===== config.mk =====
export PLATFORM = sky130hd
export DESIGN_NAME = st_glue
export DESIGN_NICKNAME = d
export VERILOG_FILES = /design/src/source/mem_pkg.sv /design/src/source/disk_pkg.sv /design/src/source/ram_scrambler.sv /design/src/source/boot_gate.sv /design/src/source/sd_request_steer.sv /design/src/source/st_glue.sv
export SDC_FILE = /design/constraint.sdc
export NUM_CORES = 1
export LEC_CHECK = 0
export ABC_AREA = 0
export BUFFER_PORTS_ARGS = -buffer_cell sky130_fd_sc_hd__buf_2
export CAP_MARGIN = 0
export CORE_UTILIZATION = 35
export DETAILED_ROUTE_END_ITERATION = 6
export PLACE_DENSITY_LB_ADDON = 0.1
export SYNTH_ARGS = -nofsm -noshare
export SYNTH_HDL_FRONTEND = slang
export SYNTH_SLANG_ARGS = --single-unit

===== constraint.sdc =====
create_clock -name clk_32 -period 1.6 [get_ports clk_32]
set_input_delay 0 -clock clk_32 [delete_from_list [all_inputs] [get_ports clk_32]]
set_output_delay 0 -clock clk_32 [all_outputs]
set_load 0.05 [all_outputs]

===== src/source/mem_pkg.sv =====
`default_nettype none

// RAM addressing as seen from the ST core side
package mem_pkg;

  // cpu word address runs 23:1
  localparam int ram_addr_hi = 23;

  // sdram word address runs 22:1, so 8MB of words
  localparam int ram_word_bits = 22;

  // cold-boot scrambling touches word address bits 4:3
  localparam int scramble_lo = 3;   // lowest scrambled bit
  localparam int scramble_bits = 2; // counter width, also slice width

endpackage

`default_nettype wire


===== src/source/disk_pkg.sv =====
`default_nettype none

// sd card requests, who owns the sector engine, and boot wait
package disk_pkg;

  localparam int sd_lba_bits = 32;  // sector number
  localparam int sd_img_bits = 32;  // image file length
  localparam int sd_drives = 2;     // drives per source, fdc and acsi alike

  // 2 s at 32 MHz before the core boots without an image
  localparam int unsigned boot_wait_default = 64_000_000;

  // last source that issued a sector request
  typedef enum logic {
    owner_fdc  = 1'b0,
    owner_acsi = 1'b1
  } req_owner_t;

  // boot gate
  typedef enum logic {
    boot_waiting = 1'b0, // no image yet, timer running
    boot_ready   = 1'b1  // sticky until arst_n
  } boot_state_t;

endpackage

`default_nettype wire


===== src/source/ram_scrambler.sv =====
`default_nettype none

// cold boot means ram contents go stale; shifting a couple of address
// lines on every cold boot makes the old contents unreachable
module ram_scrambler import mem_pkg::*; (
  input  wire                     clk_32,
  input  wire                     arst_n,
  input  wire [ram_addr_hi:1]     ram_addr,   // word address from the core
  input  wire                     ram_ras_n,  // row strobe, low active
  input  wire                     coldboot,   // system_reset[1] from the osd
  output logic [ram_word_bits:1]  ram_addr_s, // scrambled sdram word address
  output logic                    ram_cs      // sdram request
);

  logic                     coldboot_d;   // previous sample of coldboot
  logic [scramble_bits-1:0] scramble_cnt; // cold boot count that wraps
  logic                     coldboot_rise;

  assign coldboot_rise = coldboot && !coldboot_d; // low then high

  always_ff @(posedge clk_32 or negedge arst_n) begin
    if (!arst_n) begin
      coldboot_d   <= 1'b0;
      scramble_cnt <= '0; // no scramble after power up
    end else begin
      coldboot_d <= coldboot;
      if (coldboot_rise)
        scramble_cnt <= scramble_cnt + 1'b1; // holding the flag adds nothing
    end
  end

  // xor bits 4:3 and pass the rest straight
  always_comb begin
    ram_addr_s = ram_addr[ram_word_bits:1];
    ram_addr_s[scramble_lo +: scramble_bits] =
      ram_addr[scramble_lo +: scramble_bits] ^ scramble_cnt;
  end

  // bit 23 set is outside the 8MB sdram (rom, io space)
  assign ram_cs = !ram_ras_n && !ram_addr[ram_addr_hi];

  // counter only moves right after a cold boot edge
  a_scramble_on_edge : assert property (
    @(posedge clk_32) disable iff (!arst_n)
    !$stable(scramble_cnt) |-> $past(coldboot_rise)
  ) else $error("scramble counter moved without a cold boot edge");

endmodule

`default_nettype wire


===== src/source/boot_gate.sv =====
`default_nettype none

// hold the st core in reset until the mcu had a chance to mount a
// default disk image, then release on all the other ready sources too
module boot_gate import disk_pkg::*; #(
  parameter int unsigned boot_wait_cycles = boot_wait_default // clk_32 cycles
) (
  input  wire                    clk_32,
  input  wire                    arst_n,
  input  wire [sd_img_bits-1:0]  sd_img_size,  // nonzero once an image is mounted
  input  wire                    ram_ready,    // sdram init done
  input  wire                    flash_ready,  // tos flash readable
  input  wire                    reset_button, // user button, high = reset
  input  wire                    osd_reset,    // system_reset[0] from the osd
  output logic                   core_resb     // st core reset, low active
);

  boot_state_t state;
  logic [31:0] wait_cnt; // cycles spent in boot_waiting
  logic        img_mounted;
  logic        wait_done;
  logic        sd_ready;

  assign img_mounted = sd_img_size != '0;
  assign wait_done   = wait_cnt == 32'(boot_wait_cycles); // timeout edge

  always_ff @(posedge clk_32 or negedge arst_n) begin
    if (!arst_n) begin
      state    <= boot_waiting;
      wait_cnt <= '0;
    end else begin
      case (state)
        boot_waiting: begin
          if (img_mounted || wait_done)
            state <= boot_ready; // image found or gave up waiting
          else
            wait_cnt <= wait_cnt + 32'd1;
        end
        boot_ready: begin
          state <= boot_ready; // sticky until arst_n
        end
        default: begin
          state <= boot_waiting;
        end
      endcase
    end
  end

  assign sd_ready = state == boot_ready;

  // every source must agree before the st runs
  assign core_resb = sd_ready
                  && ram_ready
                  && flash_ready
                  && !reset_button
                  && !osd_reset;

  // no boot while still waiting for the sd card
  a_no_boot_waiting : assert property (
    @(posedge clk_32) disable iff (!arst_n)
    state == boot_waiting |-> !core_resb
  ) else $error("core released before sd ready");

endmodule

`default_nettype wire


===== src/source/sd_request_steer.sv =====
`default_nettype none

// floppy and acsi share one sd sector engine. the engine only sees the
// start vectors, so sector number and write byte must come from whoever
// issued the last request
module sd_request_steer import disk_pkg::*; (
  input  wire                      clk_32,
  input  wire                      arst_n,

  // floppy controller side
  input  wire [sd_drives-1:0]      fdc_rd,       // read request per drive
  input  wire [sd_drives-1:0]      fdc_wr,       // write request per drive
  input  wire [sd_lba_bits-1:0]    fdc_lba,
  input  wire [7:0]                fdc_wr_byte,  // sector data toward card

  // acsi hard disk side
  input  wire [sd_drives-1:0]      acsi_rd,
  input  wire [sd_drives-1:0]      acsi_wr,
  input  wire [sd_lba_bits-1:0]    acsi_lba,
  input  wire [7:0]                acsi_wr_byte,

  // toward the sector engine
  output logic [2*sd_drives-1:0]   rstart,       // acsi high half, fdc low half
  output logic [2*sd_drives-1:0]   wstart,
  output logic [sd_lba_bits-1:0]   sd_sector,
  output logic [7:0]               sd_wr_byte
);

  req_owner_t owner_q;   // last requester
  logic       fdc_req;   // any floppy request bit
  logic       acsi_req;  // any acsi request bit
  logic       is_acsi;   // effective owner this cycle

  assign fdc_req  = |{fdc_rd, fdc_wr};
  assign acsi_req = |{acsi_rd, acsi_wr};

  always_ff @(posedge clk_32 or negedge arst_n) begin
    if (!arst_n) begin
      owner_q <= owner_fdc;
    end else begin
      // floppy checked first so it wins a tie
      if (fdc_req)
        owner_q <= owner_fdc;
      else if (acsi_req)
        owner_q <= owner_acsi;
      // no request keeps the owner so a held transfer stays steered
    end
  end

  // a fresh acsi request steers in the same cycle
  assign is_acsi = acsi_req || (owner_q == owner_acsi);

  assign sd_sector  = is_acsi ? acsi_lba : fdc_lba;
  assign sd_wr_byte = is_acsi ? acsi_wr_byte : fdc_wr_byte;

  // engine numbers drives 0..1 floppy, 2..3 acsi
  assign rstart = {acsi_rd, fdc_rd};
  assign wstart = {acsi_wr, fdc_wr};

  // the core never asks both at once; steer picks a side anyway
  a_one_source : assert property (
    @(posedge clk_32) disable iff (!arst_n)
    !(fdc_req && acsi_req)
  ) else $error("floppy and acsi request in the same cycle");

endmodule

`default_nettype wire


===== src/source/st_glue.sv =====
`default_nettype none

// glue between the atari st core, the sdram and the sd card engine
// three independent blocks, one clock
module st_glue import mem_pkg::*, disk_pkg::*; #(
  parameter int unsigned boot_wait_cycles = boot_wait_default
) (
  input  wire                      clk_32,
  input  wire                      arst_n,

  // st core ram port
  input  wire [ram_addr_hi:1]      ram_addr,
  input  wire                      ram_ras_n,

  // osd control, bit 1 cold boot, bit 0 reset
  input  wire [1:0]                system_reset,

  // boot readiness
  input  wire [sd_img_bits-1:0]    sd_img_size,   // from the sd card engine
  input  wire                      ram_ready,
  input  wire                      flash_ready,
  input  wire                      reset_button,

  // floppy requests
  input  wire [sd_drives-1:0]      fdc_rd,
  input  wire [sd_drives-1:0]      fdc_wr,
  input  wire [sd_lba_bits-1:0]    fdc_lba,
  input  wire [7:0]                fdc_wr_byte,

  // acsi requests
  input  wire [sd_drives-1:0]      acsi_rd,
  input  wire [sd_drives-1:0]      acsi_wr,
  input  wire [sd_lba_bits-1:0]    acsi_lba,
  input  wire [7:0]                acsi_wr_byte,

  // sdram side
  output wire [ram_word_bits:1]    ram_addr_s,    // scrambled word address
  output wire                      ram_cs,

  // st core reset, low active
  output wire                      core_resb,

  // sd sector engine side
  output wire [2*sd_drives-1:0]    rstart,
  output wire [2*sd_drives-1:0]    wstart,
  output wire [sd_lba_bits-1:0]    sd_sector,
  output wire [7:0]                sd_wr_byte
);

  // cold boot scrambling of the sdram address
  ram_scrambler ram_scrambler_inst (
    .clk_32     (clk_32),
    .arst_n     (arst_n),
    .ram_addr   (ram_addr),
    .ram_ras_n  (ram_ras_n),
    .coldboot   (system_reset[1]),
    .ram_addr_s (ram_addr_s),
    .ram_cs     (ram_cs)
  );

  // hold the core until sd image or timeout
  boot_gate #(
    .boot_wait_cycles (boot_wait_cycles)
  ) boot_gate_inst (
    .clk_32       (clk_32),
    .arst_n       (arst_n),
    .sd_img_size  (sd_img_size),
    .ram_ready    (ram_ready),
    .flash_ready  (flash_ready),
    .reset_button (reset_button),
    .osd_reset    (system_reset[0]),
    .core_resb    (core_resb)
  );

  // fdc/acsi share of the sector engine
  sd_request_steer sd_request_steer_inst (
    .clk_32       (clk_32),
    .arst_n       (arst_n),
    .fdc_rd       (fdc_rd),
    .fdc_wr       (fdc_wr),
    .fdc_lba      (fdc_lba),
    .fdc_wr_byte  (fdc_wr_byte),
    .acsi_rd      (acsi_rd),
    .acsi_wr      (acsi_wr),
    .acsi_lba     (acsi_lba),
    .acsi_wr_byte (acsi_wr_byte),
    .rstart       (rstart),
    .wstart       (wstart),
    .sd_sector    (sd_sector),
    .sd_wr_byte   (sd_wr_byte)
  );

endmodule

`default_nettype wire


==> results.cfg, run 1 <==
[global_route]
grt_pass1_vias = 2621
gr-total-overflow = 0
grt_max_degree = 38
grt.total_usage = 0.214
grt_pass1_wl_mm = 12.7
antenna_found_initial = 0

[drt]
drtPass1Iterations = 4
vias = 2801
wl_per_cell_um = 15.6
drt_iter0_drc = 86
finalWirelength_mm = 9.00
drc = 0
drt-vias-per-instance = 4.86
drtAntennaViolNets = 0

[power_and_ir_drop]
leakagePower_uw = 0.00230
vdd_drop_max_v = 0.000548
power_density_nw_per_um2 = 622

[sta]
setup_ws_ns = -0.385
clock_skew_ns = 0.00768
setup_violations = 72
period_needed_ns = 1.99
grt_setup_unrepaired = true
min_period_over_period = 1.24
finalHoldViolCount = 0
worst_pin_slew_ns = 0.483
maxSlewViolCount = 0
slew-limit-headroom = 0.678
fin_tns_setup_ns = -17.39
timing.fmax_mhz = 504

[synth]
synthXorXnorAreaFrac = 0.115
synth_top_area_frac = 0.349
async_flop_share = 1.00
synthMuxAreaShare = 0.174
synth-seq-cells = 37
ys_warn_count = 0
synth_compound_area_frac = 0.00471
post_synth.cell_area_avg_um2 = 10.3
ys_top_cells_by_area = dfrtp_1 35%, mux2_2 16%, buf_4 9.6%, xnor2_1 8.6%, nand4_1 4.0%
synth-edff-count = 0
syn_inst = 258
yosysSeqAreaShare = 0.349
yosys.area.top_type = dfrtp_1
synth_fa_ha_area_frac = 0.00943
yosys.area_share.simple = 0.244
synth_top_family_by_area = simple AND/OR/NAND/NOR gates
synth_cell_types = 34
syn_nets = 411
synth_ff_type = dfrtp_1
syn_area_um2 = 2660

[placement]
placed_area_um2 = 3850
portBuffers = 182
gp_congestion = 0.760
place_ws_ns = -0.249
hpwlAfterDp_mm = 6.74

[floorplan]
die_x_um = 89.1
fp.dieH_um = 89.1
io_pins = 223
initial_utilization = 0.364
core_um2 = 7290
rows = 31
die_area_um2 = 7940

[clock_network]
clk_pin_slew_ns = 0.07
clk_latency_ns = 0.29
max-clock-path-buffers = 2
cts_tree = built
h-tree-depth = 2
clock_sinks = 37
clockRootBuffer = clkbuf_8
numCtsBuffers = 5

[layout]
seq_area_um2 = 927
multiInputGateArea_um2 = 1750
antenna_cells = 0
area_delta_synth_final_pct = 74.5
drive_gt1_frac = 0.717
finalNetCount = 629
n_fill_cell = 622
design_area_um2 = 4630

[outcome]
run_status = complete, but fails checks
violations = setup timing

[worst_setup_path]
startpoint_type = flop
end_kind = primary output
path_max_fanout = 27
worst_ep_required_time_ns = 1.60
arrival_ns = 1.99
worstSetupPathType = flop to primary output

[job]
max_cap_viol_count = 0

[worst_hold_path]
hp-class = input port to primary output
-- final cells by class --
type                    count  area share
multi-input cells         182       0.378
repair buffers            246       0.363
flip-flops and latches     37       0.200
well taps                  99      0.0267
clock buffers               5      0.0149
clock inverters             3      0.0140
inverters                   4     0.00324
-- critical path, stage by stage (launching register included) --
cell	delay, ns
dfrtp_1	0.36
or4_4	0.44
nor2_4	0.15
buf_12	0.20
mux2_2	0.39
buf_6	0.16
-- metrics by stage --
stage	hold WS, ns	total power, uW	instances	utilization
floorplan	-0.296	1680	258	-
global placement	0.000341	1830	556	0.527
detailed placement	0.000341	1830	556	0.527
CTS	0.000341	2900	575	0.616
global route	0.0000718	3000	576	0.635
finish	0.0000193	2880	576	0.635
-- cells by family after synthesis --
kind of cell,Yosys count
and+or+nand+nor,102
muxes,41
buffers and inverters,39
DFF,37
xor gates and xnor gates,35
AOI/OAI and AO/OA,2
adders and majority gates,2
-- metal layers --
layer	vias up	GRT usage	share of wire	routed length, um
met4	0	0.0519	0.015	132
met2	95	0.381	0.52	4720
met3	12	0.0406	0.057	514
met1	1353	0.268	0.40	3640
met5	-	0	0	0
li1	1341	-	-	-
-- placed cells by master (no fill, tap or decap), drive strengths merged --
| cell type | netlist | layout |
|---|---|---|
| and2 | 2 | 2 |
| and3 | 4 | 4 |
| and4 | 4 | 4 |
| buf | 35 | 242 |
| bufinv | 0 | 2 |
| clkbuf | 0 | 5 |
| clkinv | 0 | 1 |
| dfrtp | 37 | 37 |
| dlygate4sd3 | 0 | 4 |
| ha | 2 | 2 |
| inv | 4 | 4 |
| mux2 | 41 | 41 |
| nand2 | 8 | 8 |
| nand2b | 1 | 1 |
| nand3 | 18 | 18 |
| nand3b | 1 | 1 |
| nand4 | 19 | 19 |
| nand4b | 1 | 1 |
| nor2 | 14 | 14 |
| nor3 | 9 | 9 |
| nor4 | 13 | 13 |
| nor4b | 4 | 4 |
| o21a | 1 | 1 |
| o21ai | 1 | 1 |
| or2 | 1 | 1 |
| or3 | 1 | 1 |
| or4 | 2 | 2 |
| xnor2 | 26 | 26 |
| xor2 | 9 | 9 |
-- power by group --
| group | internal, uW | switching, uW |
|---|---|---|
| sequential | 963 | 29.0 |
| combinational | 361 | 561 |
| clock | 619 | 350 |
-- synthesized netlist by cell type (all sizes together), types with 2 or more instances --
| library cell | number |
|---|---|
| and4 | 4 |
| dfrtp | 37 |
| nand2 | 8 |
| buf | 35 |
| xor2 | 9 |
| nor3 | 9 |
| and2 | 2 |
| nor4 | 13 |
| nand4 | 19 |
| ha | 2 |
| nor4b | 4 |
| or4 | 2 |
| mux2 | 41 |
| xnor2 | 26 |
| inv | 4 |
| nand3 | 18 |
| nor2 | 14 |
| and3 | 4 |
-- state kept, by name, indices dropped and copies added (netlist names) --
signal and count:
boot_gate_inst.sd_ready 1, sd_request_steer_inst.owner_q 1, ram_scrambler_inst.scramble_cnt 2, boot_gate_inst.wait_cnt 32, ram_scrambler_inst.coldboot_d 1
-- worst paths after layout --
check	end	cells past startpoint	slack (ns)	start
max	sd_sector[2]	5	-0.39	sd_request_steer_inst.owner_q$_DFFE_PN0P_
min	ram_addr_s[8]	0	0.00002	ram_addr[8]
max reg2reg	boot_gate_inst.wait_cnt[1]$_DFFE_PN0P_	6	-0.18	boot_gate_inst.wait_cnt[10]$_DFFE_PN0P_
min reg2reg	ram_scrambler_inst.scramble_cnt[1]$_DFFE_PN0P_	1	0.50	ram_scrambler_inst.scramble_cnt[1]$_DFFE_PN0P_
max in group asynchronous	boot_gate_inst.wait_cnt[8]$_DFFE_PN0P_	3	0.96	arst_n
min in group asynchronous	boot_gate_inst.wait_cnt[20]$_DFFE_PN0P_	3	0.28	arst_n
-- timing repair --
item,in CTS,in global routing
setup endpoints to repair,72,72
setup buffers,6,3
pin swaps,26,17
gates resized for setup,116,25
hold buffers,4,0
gates cloned,1,0
endpoints found under the hold margin,41,0
Note: power is estimated with default switching activity, not from simulation.
==> run 2, diff against run 1 <==
- CTS_BUF_LIST: not set -> sky130_fd_sc_hd__clkbuf_16
==> results.cfg, run 2 (synthesis gave the netlist of run 1 again) <==
[sta]
setup_ws_ns = -0.375
worst_pin_slew_ns = 0.481
fin_tns_setup_ns = -16.98
finalHoldViolCount = 0
period_needed_ns = 1.97
setup_violations = 72
slew-limit-headroom = 0.679
clock_skew_ns = 0.00304
timing.fmax_mhz = 506
min_period_over_period = 1.23
holdWs_ns = 0.0000193
grt_setup_unrepaired = true
maxSlewViolCount = 0

[floorplan]
fp.dieH_um = 89.1
die_x_um = 89.1
io_pins = 223
die_area_um2 = 7940
core_um2 = 7290
initial_utilization = 0.364
rows = 31

[layout]
finalNetCount = 634
antenna_cells = 0
largest_reg_flops = 32
top_register = boot_gate_inst.wait_cnt
final_common_cell = buf_2
n_fill_cell = 603
final_cell_mix = 142 x buf_2, 62 x buf_4, 40 x buf_6
reg_top3 = boot_gate_inst.wait_cnt x32, ram_scrambler_inst.scramble_cnt x2
area_delta_synth_final_pct = 78.4
drive_gt1_frac = 0.720

[drt]
drtPass1Iterations = 4
wl_per_cell_um = 16.2
drt-vias-per-instance = 4.89
drc = 0
drtAntennaViolNets = 0
vias = 2840
drt_iter0_drc = 85
finalWirelength_mm = 9.40

[global_route]
grt_pass1_vias = 2756
grt_pass1_wl_mm = 13.2
gr-total-overflow = 0
grt.total_usage = 0.221
antenna_found_initial = 0
grt_max_degree = 38

[outcome]
violations = setup timing
run_status = complete, but fails checks

[worst_setup_path]
startpoint_type = flop
cp_slowest_cell = or4_4
worstSetupPathType = flop to primary output
arrival_ns = 1.97
end_kind = primary output
critPathTopFamily = simple AND/OR/NAND/NOR gates
worst-path-buf-inv = 2
max_stage_delay_ns = 0.43
path_max_fanout = 27
cp_cell_sequence = or4_4 -> nor2_4 -> buf_12 -> mux2_2 -> buf_6
worst_ep_required_time_ns = 1.60

[power_and_ir_drop]
vdd_drop_max_v = 0.000462
leakagePower_uw = 0.00231
p_total_uw = 3190
power_density_nw_per_um2 = 672

[worst_hold_path]
hp-class = input port to primary output

[placement]
gp_congestion = 0.760
portBuffers = 182
place_ws_ns = -0.249
hpwlAfterDp_mm = 6.74

[clock_network]
clk_pin_slew_ns = 0.05
clockRootBuffer = clkbuf_16
h-tree-depth = 2
numCtsBuffers = 5
clock_sinks = 37
max-clock-path-buffers = 2
cts_tree = built
clk_latency_ns = 0.28

[job]
max_cap_viol_count = 0
-- run 2: worst reg2reg max path: cells and delay by family (launching register included) --
kind / cells / cell delay, ns
simple gates: 3 / 0.62
flops: 1 / 0.45
compound gates: 1 / 0.30
mux: 1 / 0.29
-- run 2: path summary, 6_finish.rpt --
| check | slack [ns] | startpoint | endpoint | cells after the start |
|---|---|---|---|---|
| worst max register to register | -0.18 | boot_gate_inst.wait_cnt[8]$_DFFE_PN0P_ | boot_gate_inst.wait_cnt[1]$_DFFE_PN0P_ | 5 |
| worst min register to register | 0.49 | ram_scrambler_inst.scramble_cnt[1]$_DFFE_PN0P_ | ram_scrambler_inst.scramble_cnt[1]$_DFFE_PN0P_ | 1 |
| worst max-delay path | -0.37 | sd_request_steer_inst.owner_q$_DFFE_PN0P_ | sd_wr_byte[3] | 5 |
| worst min-delay path | 0.00002 | ram_addr[8] | ram_addr_s[8] | 0 |
| min in group asynchronous | 0.30 | arst_n | boot_gate_inst.wait_cnt[14]$_DFFE_PN0P_ | 3 |
| max in group asynchronous | 0.94 | arst_n | boot_gate_inst.wait_cnt[8]$_DFFE_PN0P_ | 3 |
-- run 2: repair_timing --
item | CTS | global route
gates resized for setup | 116 | 28
pin swaps | 28 | 19
buffers inserted | 8 | 6
gates cloned | 1 | 0
hold buffers | 4 | 0
endpoints found under the setup margin | 71 | 73
hold endpoints to repair | 39 | 0
-- run 2: cell type report --
cell class | count | area, um^2 | area share
multi-input cells | 182 | 1760 | 0.372
clock buffers | 5 | 125 | 0.0264
clock inverters | 3 | 65.1 | 0.0137
well taps | 99 | 124 | 0.0261
inverters | 4 | 15.0 | 0.00317
repair buffers | 251 | 1720 | 0.362
flip-flops and latches | 37 | 927 | 0.196
-- run 2: power by group --
part           switching (uW)  leakage, uW  internal, uW
Sequential               28.8     0.000498           965
Combinational             562      0.00172           361
Clock                     380    0.0000938           890
Total                     970      0.00231          2220
-- run 2: per-stage QoR --
step                instances  utilization  cell area (um^2)
finish                    581        0.650              4740
global route              581        0.650              4740
CTS                       577        0.624              4550
detailed placement        556        0.527              3850
global placement          556        0.527              3850
floorplan                 258            -              2660
-- run 2: metal layers --
metal	track usage	vias up	share of wire
li1	-	1354	-
met1	0.273	1380	0.40
met2	0.400	96	0.53
met3	0.0434	10	0.055
met4	0.0447	0	0.012
met5	0	-	0
==> run 3, diff against run 2 <==
- CORE_UTILIZATION: 35 -> 36
- CTS_BUF_LIST: sky130_fd_sc_hd__clkbuf_16 -> not set
- SYNTH_HIERARCHICAL: not set -> 1
==> results.cfg, run 3 <==
[outcome]
run_status = complete, but fails checks
violations = setup timing

[layout]
seq_area_um2 = 926
top_register = boot_gate_inst/wait_cnt
largest_reg_flops = 32
n_fill_cell = 648
reg_top3 = boot_gate_inst/wait_cnt x32, ram_scrambler_inst/scramble_cnt x2
finalNetCount = 652
instances_no_fill = 602
final_common_cell = buf_2
final_cell_mix = 142 x buf_2, 71 x buf_4, 43 x buf_6
multiInputGateArea_um2 = 1970
antenna_cells = 0
area_delta_synth_final_pct = 78.4
drive_gt1_frac = 0.724

[floorplan]
rows = 32
fp.dieH_um = 91.1
initial_utilization = 0.372
die_area_um2 = 8300
io_pins = 223
core_um2 = 7690
die_x_um = 91.1

[clock_network]
clk_pin_slew_ns = 0.08
numCtsBuffers = 5
clk_latency_ns = 0.29
max-clock-path-buffers = 2
clock_sinks = 37
clockRootBuffer = clkbuf_8
h-tree-depth = 2
cts_tree = built

[global_route]
grt.total_usage = 0.247
grt_max_degree = 38
grt_pass1_wl_mm = 15.8
gr-total-overflow = 0
antenna_found_initial = 0
grt_pass1_vias = 3031

[synth]
syn_nets = 413
synth_most_common_cell = mux2_4
post_synth.cell_area_avg_um2 = 11.0
yosysSeqAreaShare = 0.324
syn_inst = 260
synth_common_cells = 39 x mux2_4, 37 x dfrtp_1, 28 x buf_4
ys_top_cells_by_area = dfrtp_1 32%, mux2_4 20%, buf_4 7.4%, xor2_1 7.4%, xnor2_1 3.4%
syn_area_um2 = 2860
synth_top_area_frac = 0.324
yosys.area.top_type = dfrtp_1
synth_ff_type = dfrtp_1
synth-edff-count = 0
synth_cell_types = 33
synth-seq-cells = 37
ys_warn_count = 6
async_flop_share = 1.00

[drt]
finalWirelength_mm = 10.3
drtPass1Iterations = 5
drt_iter0_drc = 101
wl_per_cell_um = 17.1
drtAntennaViolNets = 0
drc = 0
vias = 2909
drt-vias-per-instance = 4.83

[worst_setup_path]
max_stage_delay_ns = 0.46
worst-path-buf-inv = 2
startpoint_type = flop
arrival_ns = 1.97
critPathTopFamily = simple AND/OR/NAND/NOR gates
end_kind = primary output
path_max_fanout = 15
worst_ep_required_time_ns = 1.60
cp_slowest_cell = or4_4
worstSetupPathType = flop to primary output
cp_cell_sequence = or4_4 -> nor2_8 -> buf_12 -> mux2_4 -> buf_6

[placement]
hpwlAfterDp_mm = 8.00
portBuffers = 182
placedCellCount = 570
gp_congestion = 0.813
place_ws_ns = -0.347

[sta]
grt_setup_unrepaired = true
finalHoldViolCount = 0
maxSlewViolCount = 0
min_period_over_period = 1.23
clock_skew_ns = 0.00590
timing.fmax_mhz = 508
fin_tns_setup_ns = -17.24
setup_violations = 67
period_needed_ns = 1.97
slew-limit-headroom = 0.686
worst_pin_slew_ns = 0.470
setup_ws_ns = -0.370

[power_and_ir_drop]
vdd_drop_max_v = 0.000523
power_density_nw_per_um2 = 554
leakagePower_uw = 0.00271

[job]
max_cap_viol_count = 0

[worst_hold_path]
hp-class = input port to primary output
-- run 3: cell count changes after synthesis, sizes merged, moves of 2 or more --
cell   change
and2       -2
and4       -2
buf        +2
inv        +2
nand2      +3
nand3      -6
nand4      -4
nor2       -2
nor3       +9
nor4       +3
or4        +2
xnor2     -15
xor2      +15
-- run 3: area by class of cell --
| class | instances | area share |
|---|---|---|
| clock inverter | 1 | 0.00589 |
| sequential | 37 | 0.182 |
| timing repair buffer | 269 | 0.380 |
| tap | 102 | 0.0250 |
| inverter | 6 | 0.00442 |
| clock buffer | 7 | 0.0169 |
| multi-input combinational | 180 | 0.386 |
-- run 3: worst reg2reg max path, stage by stage (launching register included) --
cell and delay [ns]:
dfrtp_1 0.43, inv_1 0.08, ha_2 0.17, nor4b_4 0.21, nand4_1 0.18, nor2_4 0.21, buf_12 0.13, nor2_4 0.03
mux2_4 0.28
-- run 3: stage by stage --
step	hold slack, ns	area (um^2)	total power (uW)	utilization
floorplan	-0.296	2950	1740	-
global route	0.0000855	5100	2920	0.663
CTS	0.000341	4920	2840	0.640
detailed placement	0.000341	4150	1910	0.540
finish	0.0000220	5100	2820	0.663
global placement	0.000341	4150	1910	0.540
-- run 3: what timing repair did --
action	CTS	global route
pin swaps	49	29
resized for setup	124	25
buffers inserted	12	10
setup endpoints to repair	67	73
cloned	0	0
hold buffers	4	0
endpoints found under the hold margin	40	0
-- run 3: worst paths after layout --
kind | cells after the start | slack [ns] | startpoint | end
worst max-delay path | 5 | -0.37 | sd_request_steer_inst/owner_q$_DFFE_PN0P_ | sd_wr_byte[6]
worst min-delay path | 0 | 0.00002 | ram_addr[19] | ram_addr_s[19]
worst max register to register | 8 | -0.25 | boot_gate_inst/wait_cnt[1]$_DFFE_PN0P_ | boot_gate_inst/wait_cnt[1]$_DFFE_PN0P_
worst min register to register | 1 | 0.50 | ram_scrambler_inst/scramble_cnt[1]$_DFFE_PN0P_ | ram_scrambler_inst/scramble_cnt[1]$_DFFE_PN0P_
max in group asynchronous | 3 | 0.98 | arst_n | boot_gate_inst/wait_cnt[25]$_DFFE_PN0P_
min in group asynchronous | 3 | 0.29 | arst_n | boot_gate_inst/wait_cnt[0]$_DFFE_PN0P_
-- run 3: per-layer routing --
metal  global-route usage  up-vias  wire length [um]
li1                     -     1387                 -
met1                0.294     1385              3980
met2                0.431      107              5300
met3               0.0385       30               517
met4                0.124        0               512
met5                    0        -                 0
-- run 3: power breakdown --
group	internal, uW	total (uW)	switching (uW)
registers	963	989	26.4
logic	395	985	591
clock network	509	848	339
total	1870	2820	956
-- run 3: kinds of logic (layout without fill, tap and decap cells) --
kind of cell,Yosys count,after routing,synth area share
muxes,41,41,0.213
adders and majority gates,2,2,0.00876
DFF,37,37,0.324
buffers and inverters,43,283,0.123
xor gates and xnor gates,35,35,0.107
and+or+nand+nor,102,102,0.225
